### config.mk
export PLATFORM = sky130hd
export DESIGN_NAME = rom_loader_top
export DESIGN_NICKNAME = d
export VERILOG_FILES = /design/src/rom_loader_pkg.sv /design/src/ines_header_decode.sv /design/src/load_sequencer.sv /design/src/mem_write_port.sv /design/src/machine_reset_ctrl.sv /design/src/rom_loader_top.sv
export SDC_FILE = /design/constraint.sdc
export NUM_CORES = 1
export LEC_CHECK = 0
export BUFFER_PORTS_ARGS = -buffer_cell sky130_fd_sc_hd__buf_2
export CAP_MARGIN = 20
export CORE_ASPECT_RATIO = 1.1
export CORE_MARGIN = 2
export CORE_UTILIZATION = 50
export DETAILED_ROUTE_END_ITERATION = 7
export GPL_TIMING_DRIVEN = 1
export PLACE_DENSITY = 0.69
export SKIP_CTS_REPAIR_TIMING = 1
export SYNTH_ARGS = -nofsm -noshare
export SYNTH_HDL_FRONTEND = slang
export SYNTH_HIERARCHICAL = 1
export SYNTH_SLANG_ARGS = --single-unit
### constraint.sdc
create_clock -name clk -period 10.3 [get_ports clk]
set_clock_uncertainty 0.2 [all_clocks]
set_input_delay 0 -clock clk [delete_from_list [all_inputs] [get_ports clk]]
set_output_delay 0 -clock clk [all_outputs]
set_load 0.05 [all_outputs]
### src/rom_loader_pkg.sv
///////////////////////////////
// Shared widths, load addresses and header layout for the ROM loader.
// Modules import this inside their body and use scoped names in headers.
///////////////////////////////
package rom_loader_pkg;

	localparam int MEM_ADDR_W = 22;
	localparam int BYTE_W = 8;
	localparam int FLAGS_W = 32;
	localparam int HDR_BYTES = 16;

	// Load addresses in the external memory
	localparam logic [MEM_ADDR_W-1:0] PRG_BASE = 22'h000000;
	localparam logic [MEM_ADDR_W-1:0] CHR_BASE = 22'h200000;
	localparam logic [MEM_ADDR_W-1:0] FDS_BASE = 22'h010000;

	localparam logic [BYTE_W-1:0] FT_BIOS = 8'd2;	// Host file index for a BIOS image
	localparam logic [BYTE_W-1:0] FT_FDS = 8'd3;

	localparam int PRG_PAGE_LOG2 = 14;	// 16 KiB pages
	localparam int CHR_PAGE_LOG2 = 13;	// 8 KiB pages

	// Magic words, first received byte in the low bits
	localparam logic [31:0] MAGIC_NES = 32'h1A53_454E;
	localparam logic [31:0] MAGIC_FDS = 32'h1A53_4446;

	// Bit positions inside the mapper-flags word
	localparam int FLG_MAPPER_LSB = 0;
	localparam int FLG_PRG_LSB = 8;
	localparam int FLG_CHR_LSB = 11;
	localparam int FLG_MIRROR = 14;
	localparam int FLG_CHR_RAM = 15;
	localparam int FLG_FOUR_SCR = 16;
	localparam int FLG_EXT_LSB = 17;
	localparam int SIZE_CODE_W = 3;

	// Header as captured (bytes) and as decoded (fields)
	// Packed order puts byte 0 in the low bits, so fields run from the tail down
	typedef union packed {
		logic [HDR_BYTES-1:0][BYTE_W-1:0] bytes;
		struct packed {
			logic [6:0][BYTE_W-1:0] tail;	// Bytes 9..15
			logic [BYTE_W-1:0] ext8;
			logic [BYTE_W-1:0] flags7;
			logic [BYTE_W-1:0] flags6;
			logic [BYTE_W-1:0] chr_pages;
			logic [BYTE_W-1:0] prg_pages;
			logic [3:0][BYTE_W-1:0] magic;
		} fields;
	} ines_header_u;

	typedef enum logic [1:0] {
		KIND_INES,
		KIND_FDS,
		KIND_BIOS,
		KIND_BAD
	} hdr_kind_e;

endpackage

### src/ines_header_decode.sv
///////////////////////////////
// Classifies the captured image header and builds the mapper-flags word.
// Purely combinational, read by the sequencer and the reset controller.
///////////////////////////////
`timescale 1ns/10ps

module ines_header_decode (
	input rom_loader_pkg::ines_header_u header,
	input logic [rom_loader_pkg::BYTE_W-1:0] filetype,
	input logic invert_mirroring,
	output rom_loader_pkg::hdr_kind_e kind,
	output logic [rom_loader_pkg::BYTE_W-1:0] prg_pages,
	output logic [rom_loader_pkg::BYTE_W-1:0] chr_pages,
	output logic [rom_loader_pkg::FLAGS_W-1:0] flags_word
);
	import rom_loader_pkg::*;

	logic is_nes20;
	logic is_dirty;
	logic [BYTE_W-1:0] mapper_num;
	logic [BYTE_W-1:0] ext_mapper;
	logic [SIZE_CODE_W-1:0] prg_code;
	logic [SIZE_CODE_W-1:0] chr_code;

	// Smallest k with pages <= 2^k, capped at 7
	function automatic logic [SIZE_CODE_W-1:0] size_code(input logic [BYTE_W-1:0] pages);
		logic [SIZE_CODE_W-1:0] code;
		code = 3'd7;
		for (int k = 6; k >= 0; k--) begin
			if (pages <= (8'd1 << k))
				code = k[SIZE_CODE_W-1:0];
		end
		return code;
	endfunction

	assign prg_pages = header.fields.prg_pages;
	assign chr_pages = header.fields.chr_pages;

	assign is_nes20 = (header.fields.flags7[3:2] == 2'b10);

	// Old dumps often carry junk in bytes 8..15, which spoils flags7 as well
	assign is_dirty = !is_nes20 && ({header.fields.ext8, header.fields.tail} != '0);

	assign mapper_num = {is_dirty ? 4'h0 : header.fields.flags7[7:4],
		header.fields.flags6[7:4]};
	assign ext_mapper = is_nes20 ? header.fields.ext8 : '0;

	assign prg_code = size_code(prg_pages);
	assign chr_code = size_code(chr_pages);

	always_comb begin
		if (header.fields.magic == MAGIC_NES && !header.fields.flags6[2])
			kind = KIND_INES;	// Trainers are not supported
		else if (header.fields.magic == MAGIC_FDS || filetype == FT_FDS)
			kind = KIND_FDS;
		else if (filetype == FT_BIOS)
			kind = KIND_BIOS;
		else
			kind = KIND_BAD;
	end

	always_comb begin
		flags_word = '0;
		flags_word[FLG_MAPPER_LSB +: BYTE_W] = mapper_num;
		flags_word[FLG_PRG_LSB +: SIZE_CODE_W] = prg_code;
		flags_word[FLG_CHR_LSB +: SIZE_CODE_W] = chr_code;
		flags_word[FLG_MIRROR] = header.fields.flags6[0] ^ invert_mirroring;
		flags_word[FLG_CHR_RAM] = (chr_pages == '0);	// No CHR ROM means CHR RAM
		flags_word[FLG_FOUR_SCR] = header.fields.flags6[3];
		flags_word[FLG_EXT_LSB +: BYTE_W] = ext_mapper;
	end

endmodule

### src/load_sequencer.sv
///////////////////////////////
// Takes image bytes from the host, captures the header and
// hands every byte that must be stored to the memory write port.
///////////////////////////////
`timescale 1ns/10ps

module load_sequencer (
	input logic clk,
	input logic reset,
	input logic downloading,
	input logic [rom_loader_pkg::BYTE_W-1:0] filetype,
	input logic [rom_loader_pkg::BYTE_W-1:0] in_data,
	input logic in_req,
	input logic wr_busy,
	input rom_loader_pkg::hdr_kind_e kind,
	input logic [rom_loader_pkg::BYTE_W-1:0] prg_pages,
	input logic [rom_loader_pkg::BYTE_W-1:0] chr_pages,
	output logic in_ack,
	output rom_loader_pkg::ines_header_u header,
	output logic wr_valid,
	output logic [rom_loader_pkg::MEM_ADDR_W-1:0] wr_addr,
	output logic [rom_loader_pkg::BYTE_W-1:0] wr_data,
	output logic load_done,
	output logic load_error
);
	import rom_loader_pkg::*;

	localparam int IDX_W = $clog2(HDR_BYTES);

	localparam logic [2:0] S_IDLE = 3'd0;
	localparam logic [2:0] S_HEADER = 3'd1;
	localparam logic [2:0] S_DECIDE = 3'd2;	// Header complete, kind is valid
	localparam logic [2:0] S_PRG = 3'd3;
	localparam logic [2:0] S_CHR = 3'd4;
	localparam logic [2:0] S_STREAM = 3'd5;	// Disk or BIOS body, open ended
	localparam logic [2:0] S_DONE = 3'd6;

	logic [2:0] state;
	logic [IDX_W-1:0] idx;
	logic [MEM_ADDR_W-1:0] addr;
	logic [MEM_ADDR_W-1:0] bytes_left;
	logic dl_q;
	logic dl_rise;
	logic write_state;
	logic discard_state;
	logic offer;
	logic take_write;
	logic take;

	assign dl_rise = downloading & ~dl_q;

	always_comb begin
		write_state = 1'b0;
		discard_state = 1'b0;
		case (state)
			S_HEADER, S_STREAM: write_state = 1'b1;
			S_PRG, S_CHR: write_state = (bytes_left != '0);
			S_DONE: discard_state = 1'b1;	// Trailing bytes are dropped
			default: ;
		endcase
	end

	// A new byte is on offer until it has been acknowledged
	assign offer = in_req & ~in_ack & downloading & ~dl_rise;
	assign take_write = offer & write_state & ~wr_busy;
	assign take = take_write | (offer & discard_state);

	always_ff @(posedge clk) begin
		if (reset) begin
			state <= S_IDLE;
			idx <= '0;
			addr <= '0;
			bytes_left <= '0;
			dl_q <= 1'b0;
			in_ack <= 1'b0;
			wr_valid <= 1'b0;
			load_done <= 1'b0;
			load_error <= 1'b0;
		end else begin
			dl_q <= downloading;
			wr_valid <= take_write;

			if (in_ack && !in_req)
				in_ack <= 1'b0;
			else if (take)
				in_ack <= 1'b1;

			if (take_write) begin
				wr_addr <= addr;
				wr_data <= in_data;
				addr <= addr + 1'b1;
			end

			if (dl_rise) begin
				state <= S_HEADER;
				idx <= '0;
				addr <= (filetype == FT_FDS) ? FDS_BASE : '0;
				load_done <= 1'b0;
				load_error <= 1'b0;
			end else begin
				case (state)
					S_HEADER: if (take_write) begin
						header.bytes[idx] <= in_data;
						idx <= idx + 1'b1;
						if (idx == IDX_W'(HDR_BYTES - 1))
							state <= S_DECIDE;
					end
					S_DECIDE: begin
						case (kind)
							KIND_INES: begin
								state <= S_PRG;
								addr <= PRG_BASE;
								bytes_left <= MEM_ADDR_W'(prg_pages) << PRG_PAGE_LOG2;
							end
							KIND_FDS: begin
								state <= S_STREAM;
								// Raw disk sides get a 16-byte gap where the header would be
								if (header.fields.magic == MAGIC_FDS)
									addr <= FDS_BASE + MEM_ADDR_W'(HDR_BYTES);
								else
									addr <= FDS_BASE + MEM_ADDR_W'(2 * HDR_BYTES);
							end
							KIND_BIOS: begin
								state <= S_STREAM;
								addr <= MEM_ADDR_W'(HDR_BYTES);
							end
							default: begin
								state <= S_DONE;
								load_done <= 1'b1;
								load_error <= 1'b1;
							end
						endcase
					end
					S_PRG: begin
						if (bytes_left == '0) begin
							state <= S_CHR;
							addr <= CHR_BASE;
							bytes_left <= MEM_ADDR_W'(chr_pages) << CHR_PAGE_LOG2;
						end else if (take_write) begin
							bytes_left <= bytes_left - 1'b1;
						end
					end
					S_CHR: begin
						if (bytes_left == '0) begin
							state <= S_DONE;
							load_done <= 1'b1;
						end else if (take_write) begin
							bytes_left <= bytes_left - 1'b1;
						end
					end
					S_STREAM: if (!downloading) begin
						state <= S_DONE;
						load_done <= 1'b1;
						// Fixed disk-system header, gives mapper 20 with CHR RAM
						header.fields.prg_pages <= 8'hFF;
						header.fields.chr_pages <= 8'h00;
						header.fields.flags6 <= 8'h40;
						header.fields.flags7 <= 8'h10;
						header.fields.ext8 <= 8'h00;
						header.fields.tail <= '0;
					end
					default: ;
				endcase
			end
		end
	end

endmodule

### src/mem_write_port.sv
///////////////////////////////
// Holds one pending byte write and runs the four-phase
// req/ack handshake towards the external memory.
///////////////////////////////
`timescale 1ns/10ps

module mem_write_port (
	input logic clk,
	input logic reset,
	input logic wr_valid,
	input logic [rom_loader_pkg::MEM_ADDR_W-1:0] wr_addr,
	input logic [rom_loader_pkg::BYTE_W-1:0] wr_data,
	input logic mem_ack,
	output logic wr_busy,
	output logic [rom_loader_pkg::MEM_ADDR_W-1:0] mem_addr,
	output logic [rom_loader_pkg::BYTE_W-1:0] mem_data,
	output logic mem_req
);

	localparam logic [1:0] P_IDLE = 2'd0;
	localparam logic [1:0] P_REQ = 2'd1;	// mem_req high, waiting for ack
	localparam logic [1:0] P_REL = 2'd2;	// Request dropped, waiting for ack to fall

	logic [1:0] state;

	always_ff @(posedge clk) begin
		if (reset) begin
			state <= P_IDLE;
		end else begin
			case (state)
				P_IDLE: if (wr_valid) state <= P_REQ;
				P_REQ: if (mem_ack) state <= P_REL;
				P_REL: if (!mem_ack) state <= P_IDLE;
				default: state <= P_IDLE;
			endcase
		end
	end

	// Address and data stay put for the whole handshake
	always_ff @(posedge clk) begin
		if (wr_valid && state == P_IDLE) begin
			mem_addr <= wr_addr;
			mem_data <= wr_data;
		end
	end

	assign mem_req = (state == P_REQ);
	assign wr_busy = (state != P_IDLE);	// Free only once ack has gone low

endmodule

### src/machine_reset_ctrl.sv
///////////////////////////////
// Holds the console in reset around a download and
// latches the mapper flags when a load completes.
///////////////////////////////
`timescale 1ns/10ps

module machine_reset_ctrl #(
	parameter int RESET_HOLD = 255
) (
	input logic clk,
	input logic reset,
	input logic downloading,
	input logic load_done,
	input logic load_error,
	input logic [rom_loader_pkg::FLAGS_W-1:0] flags_word,
	output logic machine_reset,
	output logic [rom_loader_pkg::FLAGS_W-1:0] mapper_flags
);

	localparam int CNT_W = $clog2(RESET_HOLD + 1);

	logic init_hold;
	logic [CNT_W-1:0] hold_cnt;

	always_ff @(posedge clk) begin
		if (reset) begin
			init_hold <= 1'b1;	// Nothing to run before the first image
			hold_cnt <= '0;
		end else begin
			if (downloading)
				init_hold <= 1'b0;

			if (downloading)
				hold_cnt <= CNT_W'(RESET_HOLD);
			else if (hold_cnt != '0)
				hold_cnt <= hold_cnt - 1'b1;
		end
	end

	assign machine_reset = init_hold | downloading | (hold_cnt != '0) | load_error;

	always_ff @(posedge clk) begin
		if (load_done)
			mapper_flags <= flags_word;
	end

endmodule

### src/rom_loader_top.sv
///////////////////////////////
// ROM loader top level. Host bytes in, memory writes out,
// plus mapper flags and the console reset.
///////////////////////////////
`timescale 1ns/10ps

module rom_loader_top #(
	parameter int RESET_HOLD = 255
) (
	input logic clk,
	input logic reset,
	input logic downloading,
	input logic [rom_loader_pkg::BYTE_W-1:0] filetype,
	input logic invert_mirroring,
	input logic [rom_loader_pkg::BYTE_W-1:0] in_data,
	input logic in_req,
	input logic mem_ack,
	output logic in_ack,
	output logic [rom_loader_pkg::MEM_ADDR_W-1:0] mem_addr,
	output logic [rom_loader_pkg::BYTE_W-1:0] mem_data,
	output logic mem_req,
	output logic [rom_loader_pkg::FLAGS_W-1:0] mapper_flags,
	output logic load_done,
	output logic load_error,
	output logic machine_reset
);
	import rom_loader_pkg::*;

	ines_header_u header;
	hdr_kind_e kind;
	logic [BYTE_W-1:0] prg_pages;
	logic [BYTE_W-1:0] chr_pages;
	logic [FLAGS_W-1:0] flags_word;
	logic wr_valid;
	logic wr_busy;
	logic [MEM_ADDR_W-1:0] wr_addr;
	logic [BYTE_W-1:0] wr_data;

	load_sequencer u_seq (
		.clk(clk),
		.reset(reset),
		.downloading(downloading),
		.filetype(filetype),
		.in_data(in_data),
		.in_req(in_req),
		.wr_busy(wr_busy),
		.kind(kind),
		.prg_pages(prg_pages),
		.chr_pages(chr_pages),
		.in_ack(in_ack),
		.header(header),
		.wr_valid(wr_valid),
		.wr_addr(wr_addr),
		.wr_data(wr_data),
		.load_done(load_done),
		.load_error(load_error)
	);

	ines_header_decode u_dec (
		.header(header),
		.filetype(filetype),
		.invert_mirroring(invert_mirroring),
		.kind(kind),
		.prg_pages(prg_pages),
		.chr_pages(chr_pages),
		.flags_word(flags_word)
	);

	mem_write_port u_wport (
		.clk(clk),
		.reset(reset),
		.wr_valid(wr_valid),
		.wr_addr(wr_addr),
		.wr_data(wr_data),
		.mem_ack(mem_ack),
		.wr_busy(wr_busy),
		.mem_addr(mem_addr),
		.mem_data(mem_data),
		.mem_req(mem_req)
	);

	machine_reset_ctrl #(
		.RESET_HOLD(RESET_HOLD)
	) u_rst (
		.clk(clk),
		.reset(reset),
		.downloading(downloading),
		.load_done(load_done),
		.load_error(load_error),
		.flags_word(flags_word),
		.machine_reset(machine_reset),
		.mapper_flags(mapper_flags)
	);

endmodule

# Word level (Yosys, flattened, before mapping)
# Cells that the tools add are included.
[totals]
in_bits = 22
word_cells = 194
ff_bits = 280
[classes]
addsub = 4
n_eq_ne = 32
muxes = 53
order_cmp = 16
bitwise = 18
reduce_logical = 43
[ops]
columns = ["operator", "n"]
rows = [
  ["96-bit one-hot mux with 2 select lines", 1],
  ["22-bit two-way mux", 7],
  ["22-bit one-hot mux with 3 select lines", 2],
  ["128-bit bitwise mux", 1],
  ["128-bit two-way mux", 1],
  ["96-bit two-way mux", 1],
  ["32-bit by 29-bit equality test with 1-bit output (second input constant)", 2],
  ["64-bit nonzero test", 1],
  ["22-bit one-hot mux with 2 select lines", 1],
  ["8-bit demux with 4-bit select", 1],
  ["2-bit two-way mux", 13],
  ["8-bit two-way mux", 3],
  ["22-bit by 1-bit adder with 22-bit output (second input constant)", 1],
  ["22-bit zero test", 1],
  ["22-bit nonzero test", 1],
  ["22-bit by 1-bit subtractor with 22-bit output (second input constant)", 1],
  ["17-bit two-way mux", 1],
  ["8-bit by 2-bit equality test with 1-bit output (second input constant)", 2],
  ["8-bit by 1-bit <= comparator with 1-bit output (second input constant)", 2],
  ["8-bit by 2-bit <= comparator with 1-bit output (second input constant)", 2],
  ["8-bit by 3-bit <= comparator with 1-bit output (second input constant)", 2],
  ["8-bit by 4-bit <= comparator with 1-bit output (second input constant)", 2],
  ["8-bit by 5-bit <= comparator with 1-bit output (second input constant)", 2],
  ["8-bit by 6-bit <= comparator with 1-bit output (second input constant)", 2],
  ["45 further kinds", 113],
]

# Depth between registers and ports, before layout
[depth]
word_depth = 10
depth_mapped = 13

# By module
# The synthesis kept the hierarchy.
[modules_own_cells]
columns = ["mod", "cells_per_inst", "area_each_um2", "seq_area_each_um2", "n_inst"]
rows = [
  ["load_sequencer", 876, 9665.5, 5865.6, 1],
  ["machine_reset_ctrl", 84, 1432.6, 1141.1, 1],
  ["mem_write_port", 41, 1007.2, 940.9, 1],
  ["ines_header_decode", 127, 828.3, 0.0, 1],
]

# Worst setup path before layout
# No wires, ideal clock.
[synth_path]
path_kind = "reg-to-reg"
start = "register u_wport.state[1]"
end = "register u_seq/header[100] (netlist name) (enable)"
slack_ns = 3.763
n_path_buf = 1
synth_period_minus_slack_ns = 6.537
arrival_ns = 5.775
t_required_ns = 9.538
path_stages_with_launch = 7
cell_sequence = "dfxtp_1 > or2_1 > nand4bb_1 > or4_1 > clkbuf_1 > o21ai_0 > nor2b_1"
[synth_between]
elab_chain_len = 5
[synth_rtl]
columns = ["item", "line", "rtl"]
rows = [
  ["from (decl)", "mem_write_port.sv:24", "logic [1:0] state;"],
  ["from (signal assigned)", "mem_write_port.sv:28", "state <= P_IDLE;"],
  ["from (signal assigned)", "mem_write_port.sv:31", "P_IDLE: if (wr_valid) state <= P_REQ;"],
  ["from (signal assigned)", "mem_write_port.sv:32", "P_REQ: if (mem_ack) state <= P_REL;"],
  ["2-bit nonzero test", "mem_write_port.sv:48", "assign wr_busy = (state != P_IDLE);"],
  ["via wr_busy", "rom_loader_top.sv:35", "logic wr_busy;"],
  ["1-bit NOT", "load_sequencer.sv:65", "assign take_write = offer & write_state & ~wr_busy;"],
  ["1-bit AND", "load_sequencer.sv:65", ""],
  ["2-bit by 1-bit != test with 1-bit output (no line)", "--", ""],
  ["5-bit AND reduction (no line)", "--", ""],
  ["to (decl)", "load_sequencer.sv:19", "output rom_loader_pkg::ines_header_u header,"],
]
# The timed path passes the listed nets, and every way through them passes these cells.
# A chain may end at the register's enable or synchronous reset.

==> results.py <==
metrics = {
    "power_and_ir_drop": {
        "leakage_nw": 5.179,
        "cellInternalPower_mw": 1.931,
        "power.share.clock_pct": 45.7,
        "p_sw_share_pct": 20.66,
        "p_sw_mw": 0.5029,
        "p_comb_share_pct": 3.3,
        "powerDensity_nw_per_um2": 166.8,
        "power_frac_seq_pct": 50.9,
        "irDropWorstVdd_mv": 0.1178,
    },
    "clock_network": {
        "clk_pin_slew_ns": 0.06,
        "numCtsBuffers": 30,
        "cts.sink_count": 284,
        "ctsLongestPathBuffers": 3,
        "clk_latency_ns": 0.55,
        "tritoncts": "built",
        "cts_root_buf": "clkbuf_16",
        "cts_max_level": 1,
    },
    "grt": {
        "first_global_vias": 8352,
        "grt_pass1_wl_mm": 43.33,
        "grt_use_total_pct": 20.08,
        "grt_overflow": 0,
        "gr-usage-met3_pct": 2.620,
        "grt_max_degree": 89,
        "antenna_found_initial": 0,
        "use_met1_pct": 25.58,
        "gr-usage-met2_pct": 35.40,
        "grt_busiest_layer": "met2",
    },
    "floorplanning": {
        "initial_core_util_pct": 50.68,
        "fp.dieW_um": 156.6,
        "die_area_sq_um": 26900,
        "rows": 61,
        "io_pins": 89,
        "die_h_um": 171.8,
        "coreArea_sq_um": 25260,
    },
    "critical_path": {
        "path_class": "reg2reg",
        "arrival_ns": 4.54,
        "path_max_fanout": 14,
        "rr_worst_depth": 12,
        "worst_setup_path_end_kind": "flop",
        "startpoint_type": "flop",
        "cp.required_ns": 10.58,
    },
    "sta": {
        "worst_slack_ns": 6.037,
        "fmaxAchievable_mhz": 234.6,
        "relSlewSlack_pct": 38.73,
        "fin_setup_tns_ns": 0,
        "hold_slack_ns": 0.08708,
        "finalCritPeriodShare_pct": 41.39,
        "rsz0062_at_grt": "no",
        "slew_violations": 0,
        "hold_violations": 0,
        "setup_viol": 0,
        "tightest_slew_ns": 0.9174,
        "post-route-min-period_ns": 4.263,
    },
    "yosys": {
        "syn-cell-area_sq_um": 12800,
        "yosysWarnings": 6,
        "syn_area_per_cell_sq_um": 11.47,
        "syn_inst": 1116,
    },
    "layout": {
        "n_antenna_cell": 0,
        "finalInstanceArea_sq_um": 14590,
        "syn_to_final_growth_pct": 13.97,
        "layout-drive-gt1-share_pct": 14.12,
        "nNetsFinal": 1221,
        "fin_util_pct": 57.75,
    },
    "route": {
        "num_vias": 8834,
        "drt.antenna.violating_nets": 0,
        "drc": 0,
        "wl_per_cell_um": 17.79,
        "viasPerCell": 5.674,
        "drt_iter0_drc": 577,
        "wl_mm": 27.71,
        "first_pass_iters": 5,
    },
    "hold_path": {
        "hold_class": "in2reg",
        "hold_depth": 3,
    },
    "place": {
        "placed_area_sq_um": 13350,
        "dp_worst_setup_slack_ns": 6.084,
        "gp_congestion": 0.8423,
        "port_buffers": 88,
        "hpwl_mm": 17.53,
    },
    "outcome": {
        "status": "completed",
    },
    "job": {
        "maxCapViolCount": 0,
    },
}
[per-stage QoR]
step,total power [mW],std cells
after global placement,1.339,1483
after global routing,2.502,1557
after floorplan,1.315,1122
after CTS,2.450,1539
after detailed placement,1.341,1483
final,2.434,1557
[cells in the final DEF, fill, tap and decap left out, drive strengths merged, types with 8 or more instances in the layout]
cell	n
nor3	26
ha	12
nor4	33
or3	12
buf	97
xor2	11
edfxtp	217
a31oi	10
xnor2	17
and2	18
nand4	20
nand2	98
nor2	95
inv	22
nand2b	12
nand3	71
o211ai	8
nor2b	10
dlygate4sd3	17
clkbuf	45
or4	12
nor4b	9
mux2i	40
dfxtp	67
o21ai	31
a21oi	91
[critical path, cell delays in order, from the launching register on]
cell	delay [ns]
edfxtp_1	0.39
or4_1	0.53
or4_4	0.52
o41a_1	0.33
a31oi_1	0.27
inv_1	0.11
ha_1	0.21
nor2_1	0.14
nor2_1	0.11
or4_1	0.56
a31o_1	0.47
a21oi_1	0.21
o2bb2ai_1	0.13
[power groups by stage]
stage | clock, mW | sequential [mW] | combinational, mW
finish | 1.11 | 1.24 | 0.0813
global route | 1.17 | 1.24 | 0.0878
CTS | 1.13 | 1.24 | 0.0768
detailed placement | 0 | 1.26 | 0.0767
global placement | 0 | 1.26 | 0.0759
floorplan | 0 | 1.27 | 0.0400
[metal layers]
layer  vias to the layer above  routed length, um
li1                       4282                  -
met1                      4280              11560
met2                       224              14230
met3                        48               1316
met4                         0                599
met5                         -                  0
[path summary, 6_finish.rpt]
kind,slack (ns),from,end
hold / removal,0.09,invert_mirroring,u_rst/mapper_flags[14]
setup / recovery,6.04,flop,u_seq/bytes_left[20]
setup reg to reg,6.04,flop,u_seq/bytes_left[20]
hold reg to reg,0.22,u_seq/wr_addr[9],u_wport/mem_addr[9]
[layout make-up]
class / count / area [sq um]
inverter: 21 / 78.83
fill: 2094 / 10670
multi-input combinational: 736 / 4481
timing repair buffer: 114 / 698.2
tap: 346 / 432.9
clock buffer: 45 / 898.4
clock inverter: 11 / 143.9
sequential: 284 / 7858
Note: power is estimated with default switching activity, not from simulation.
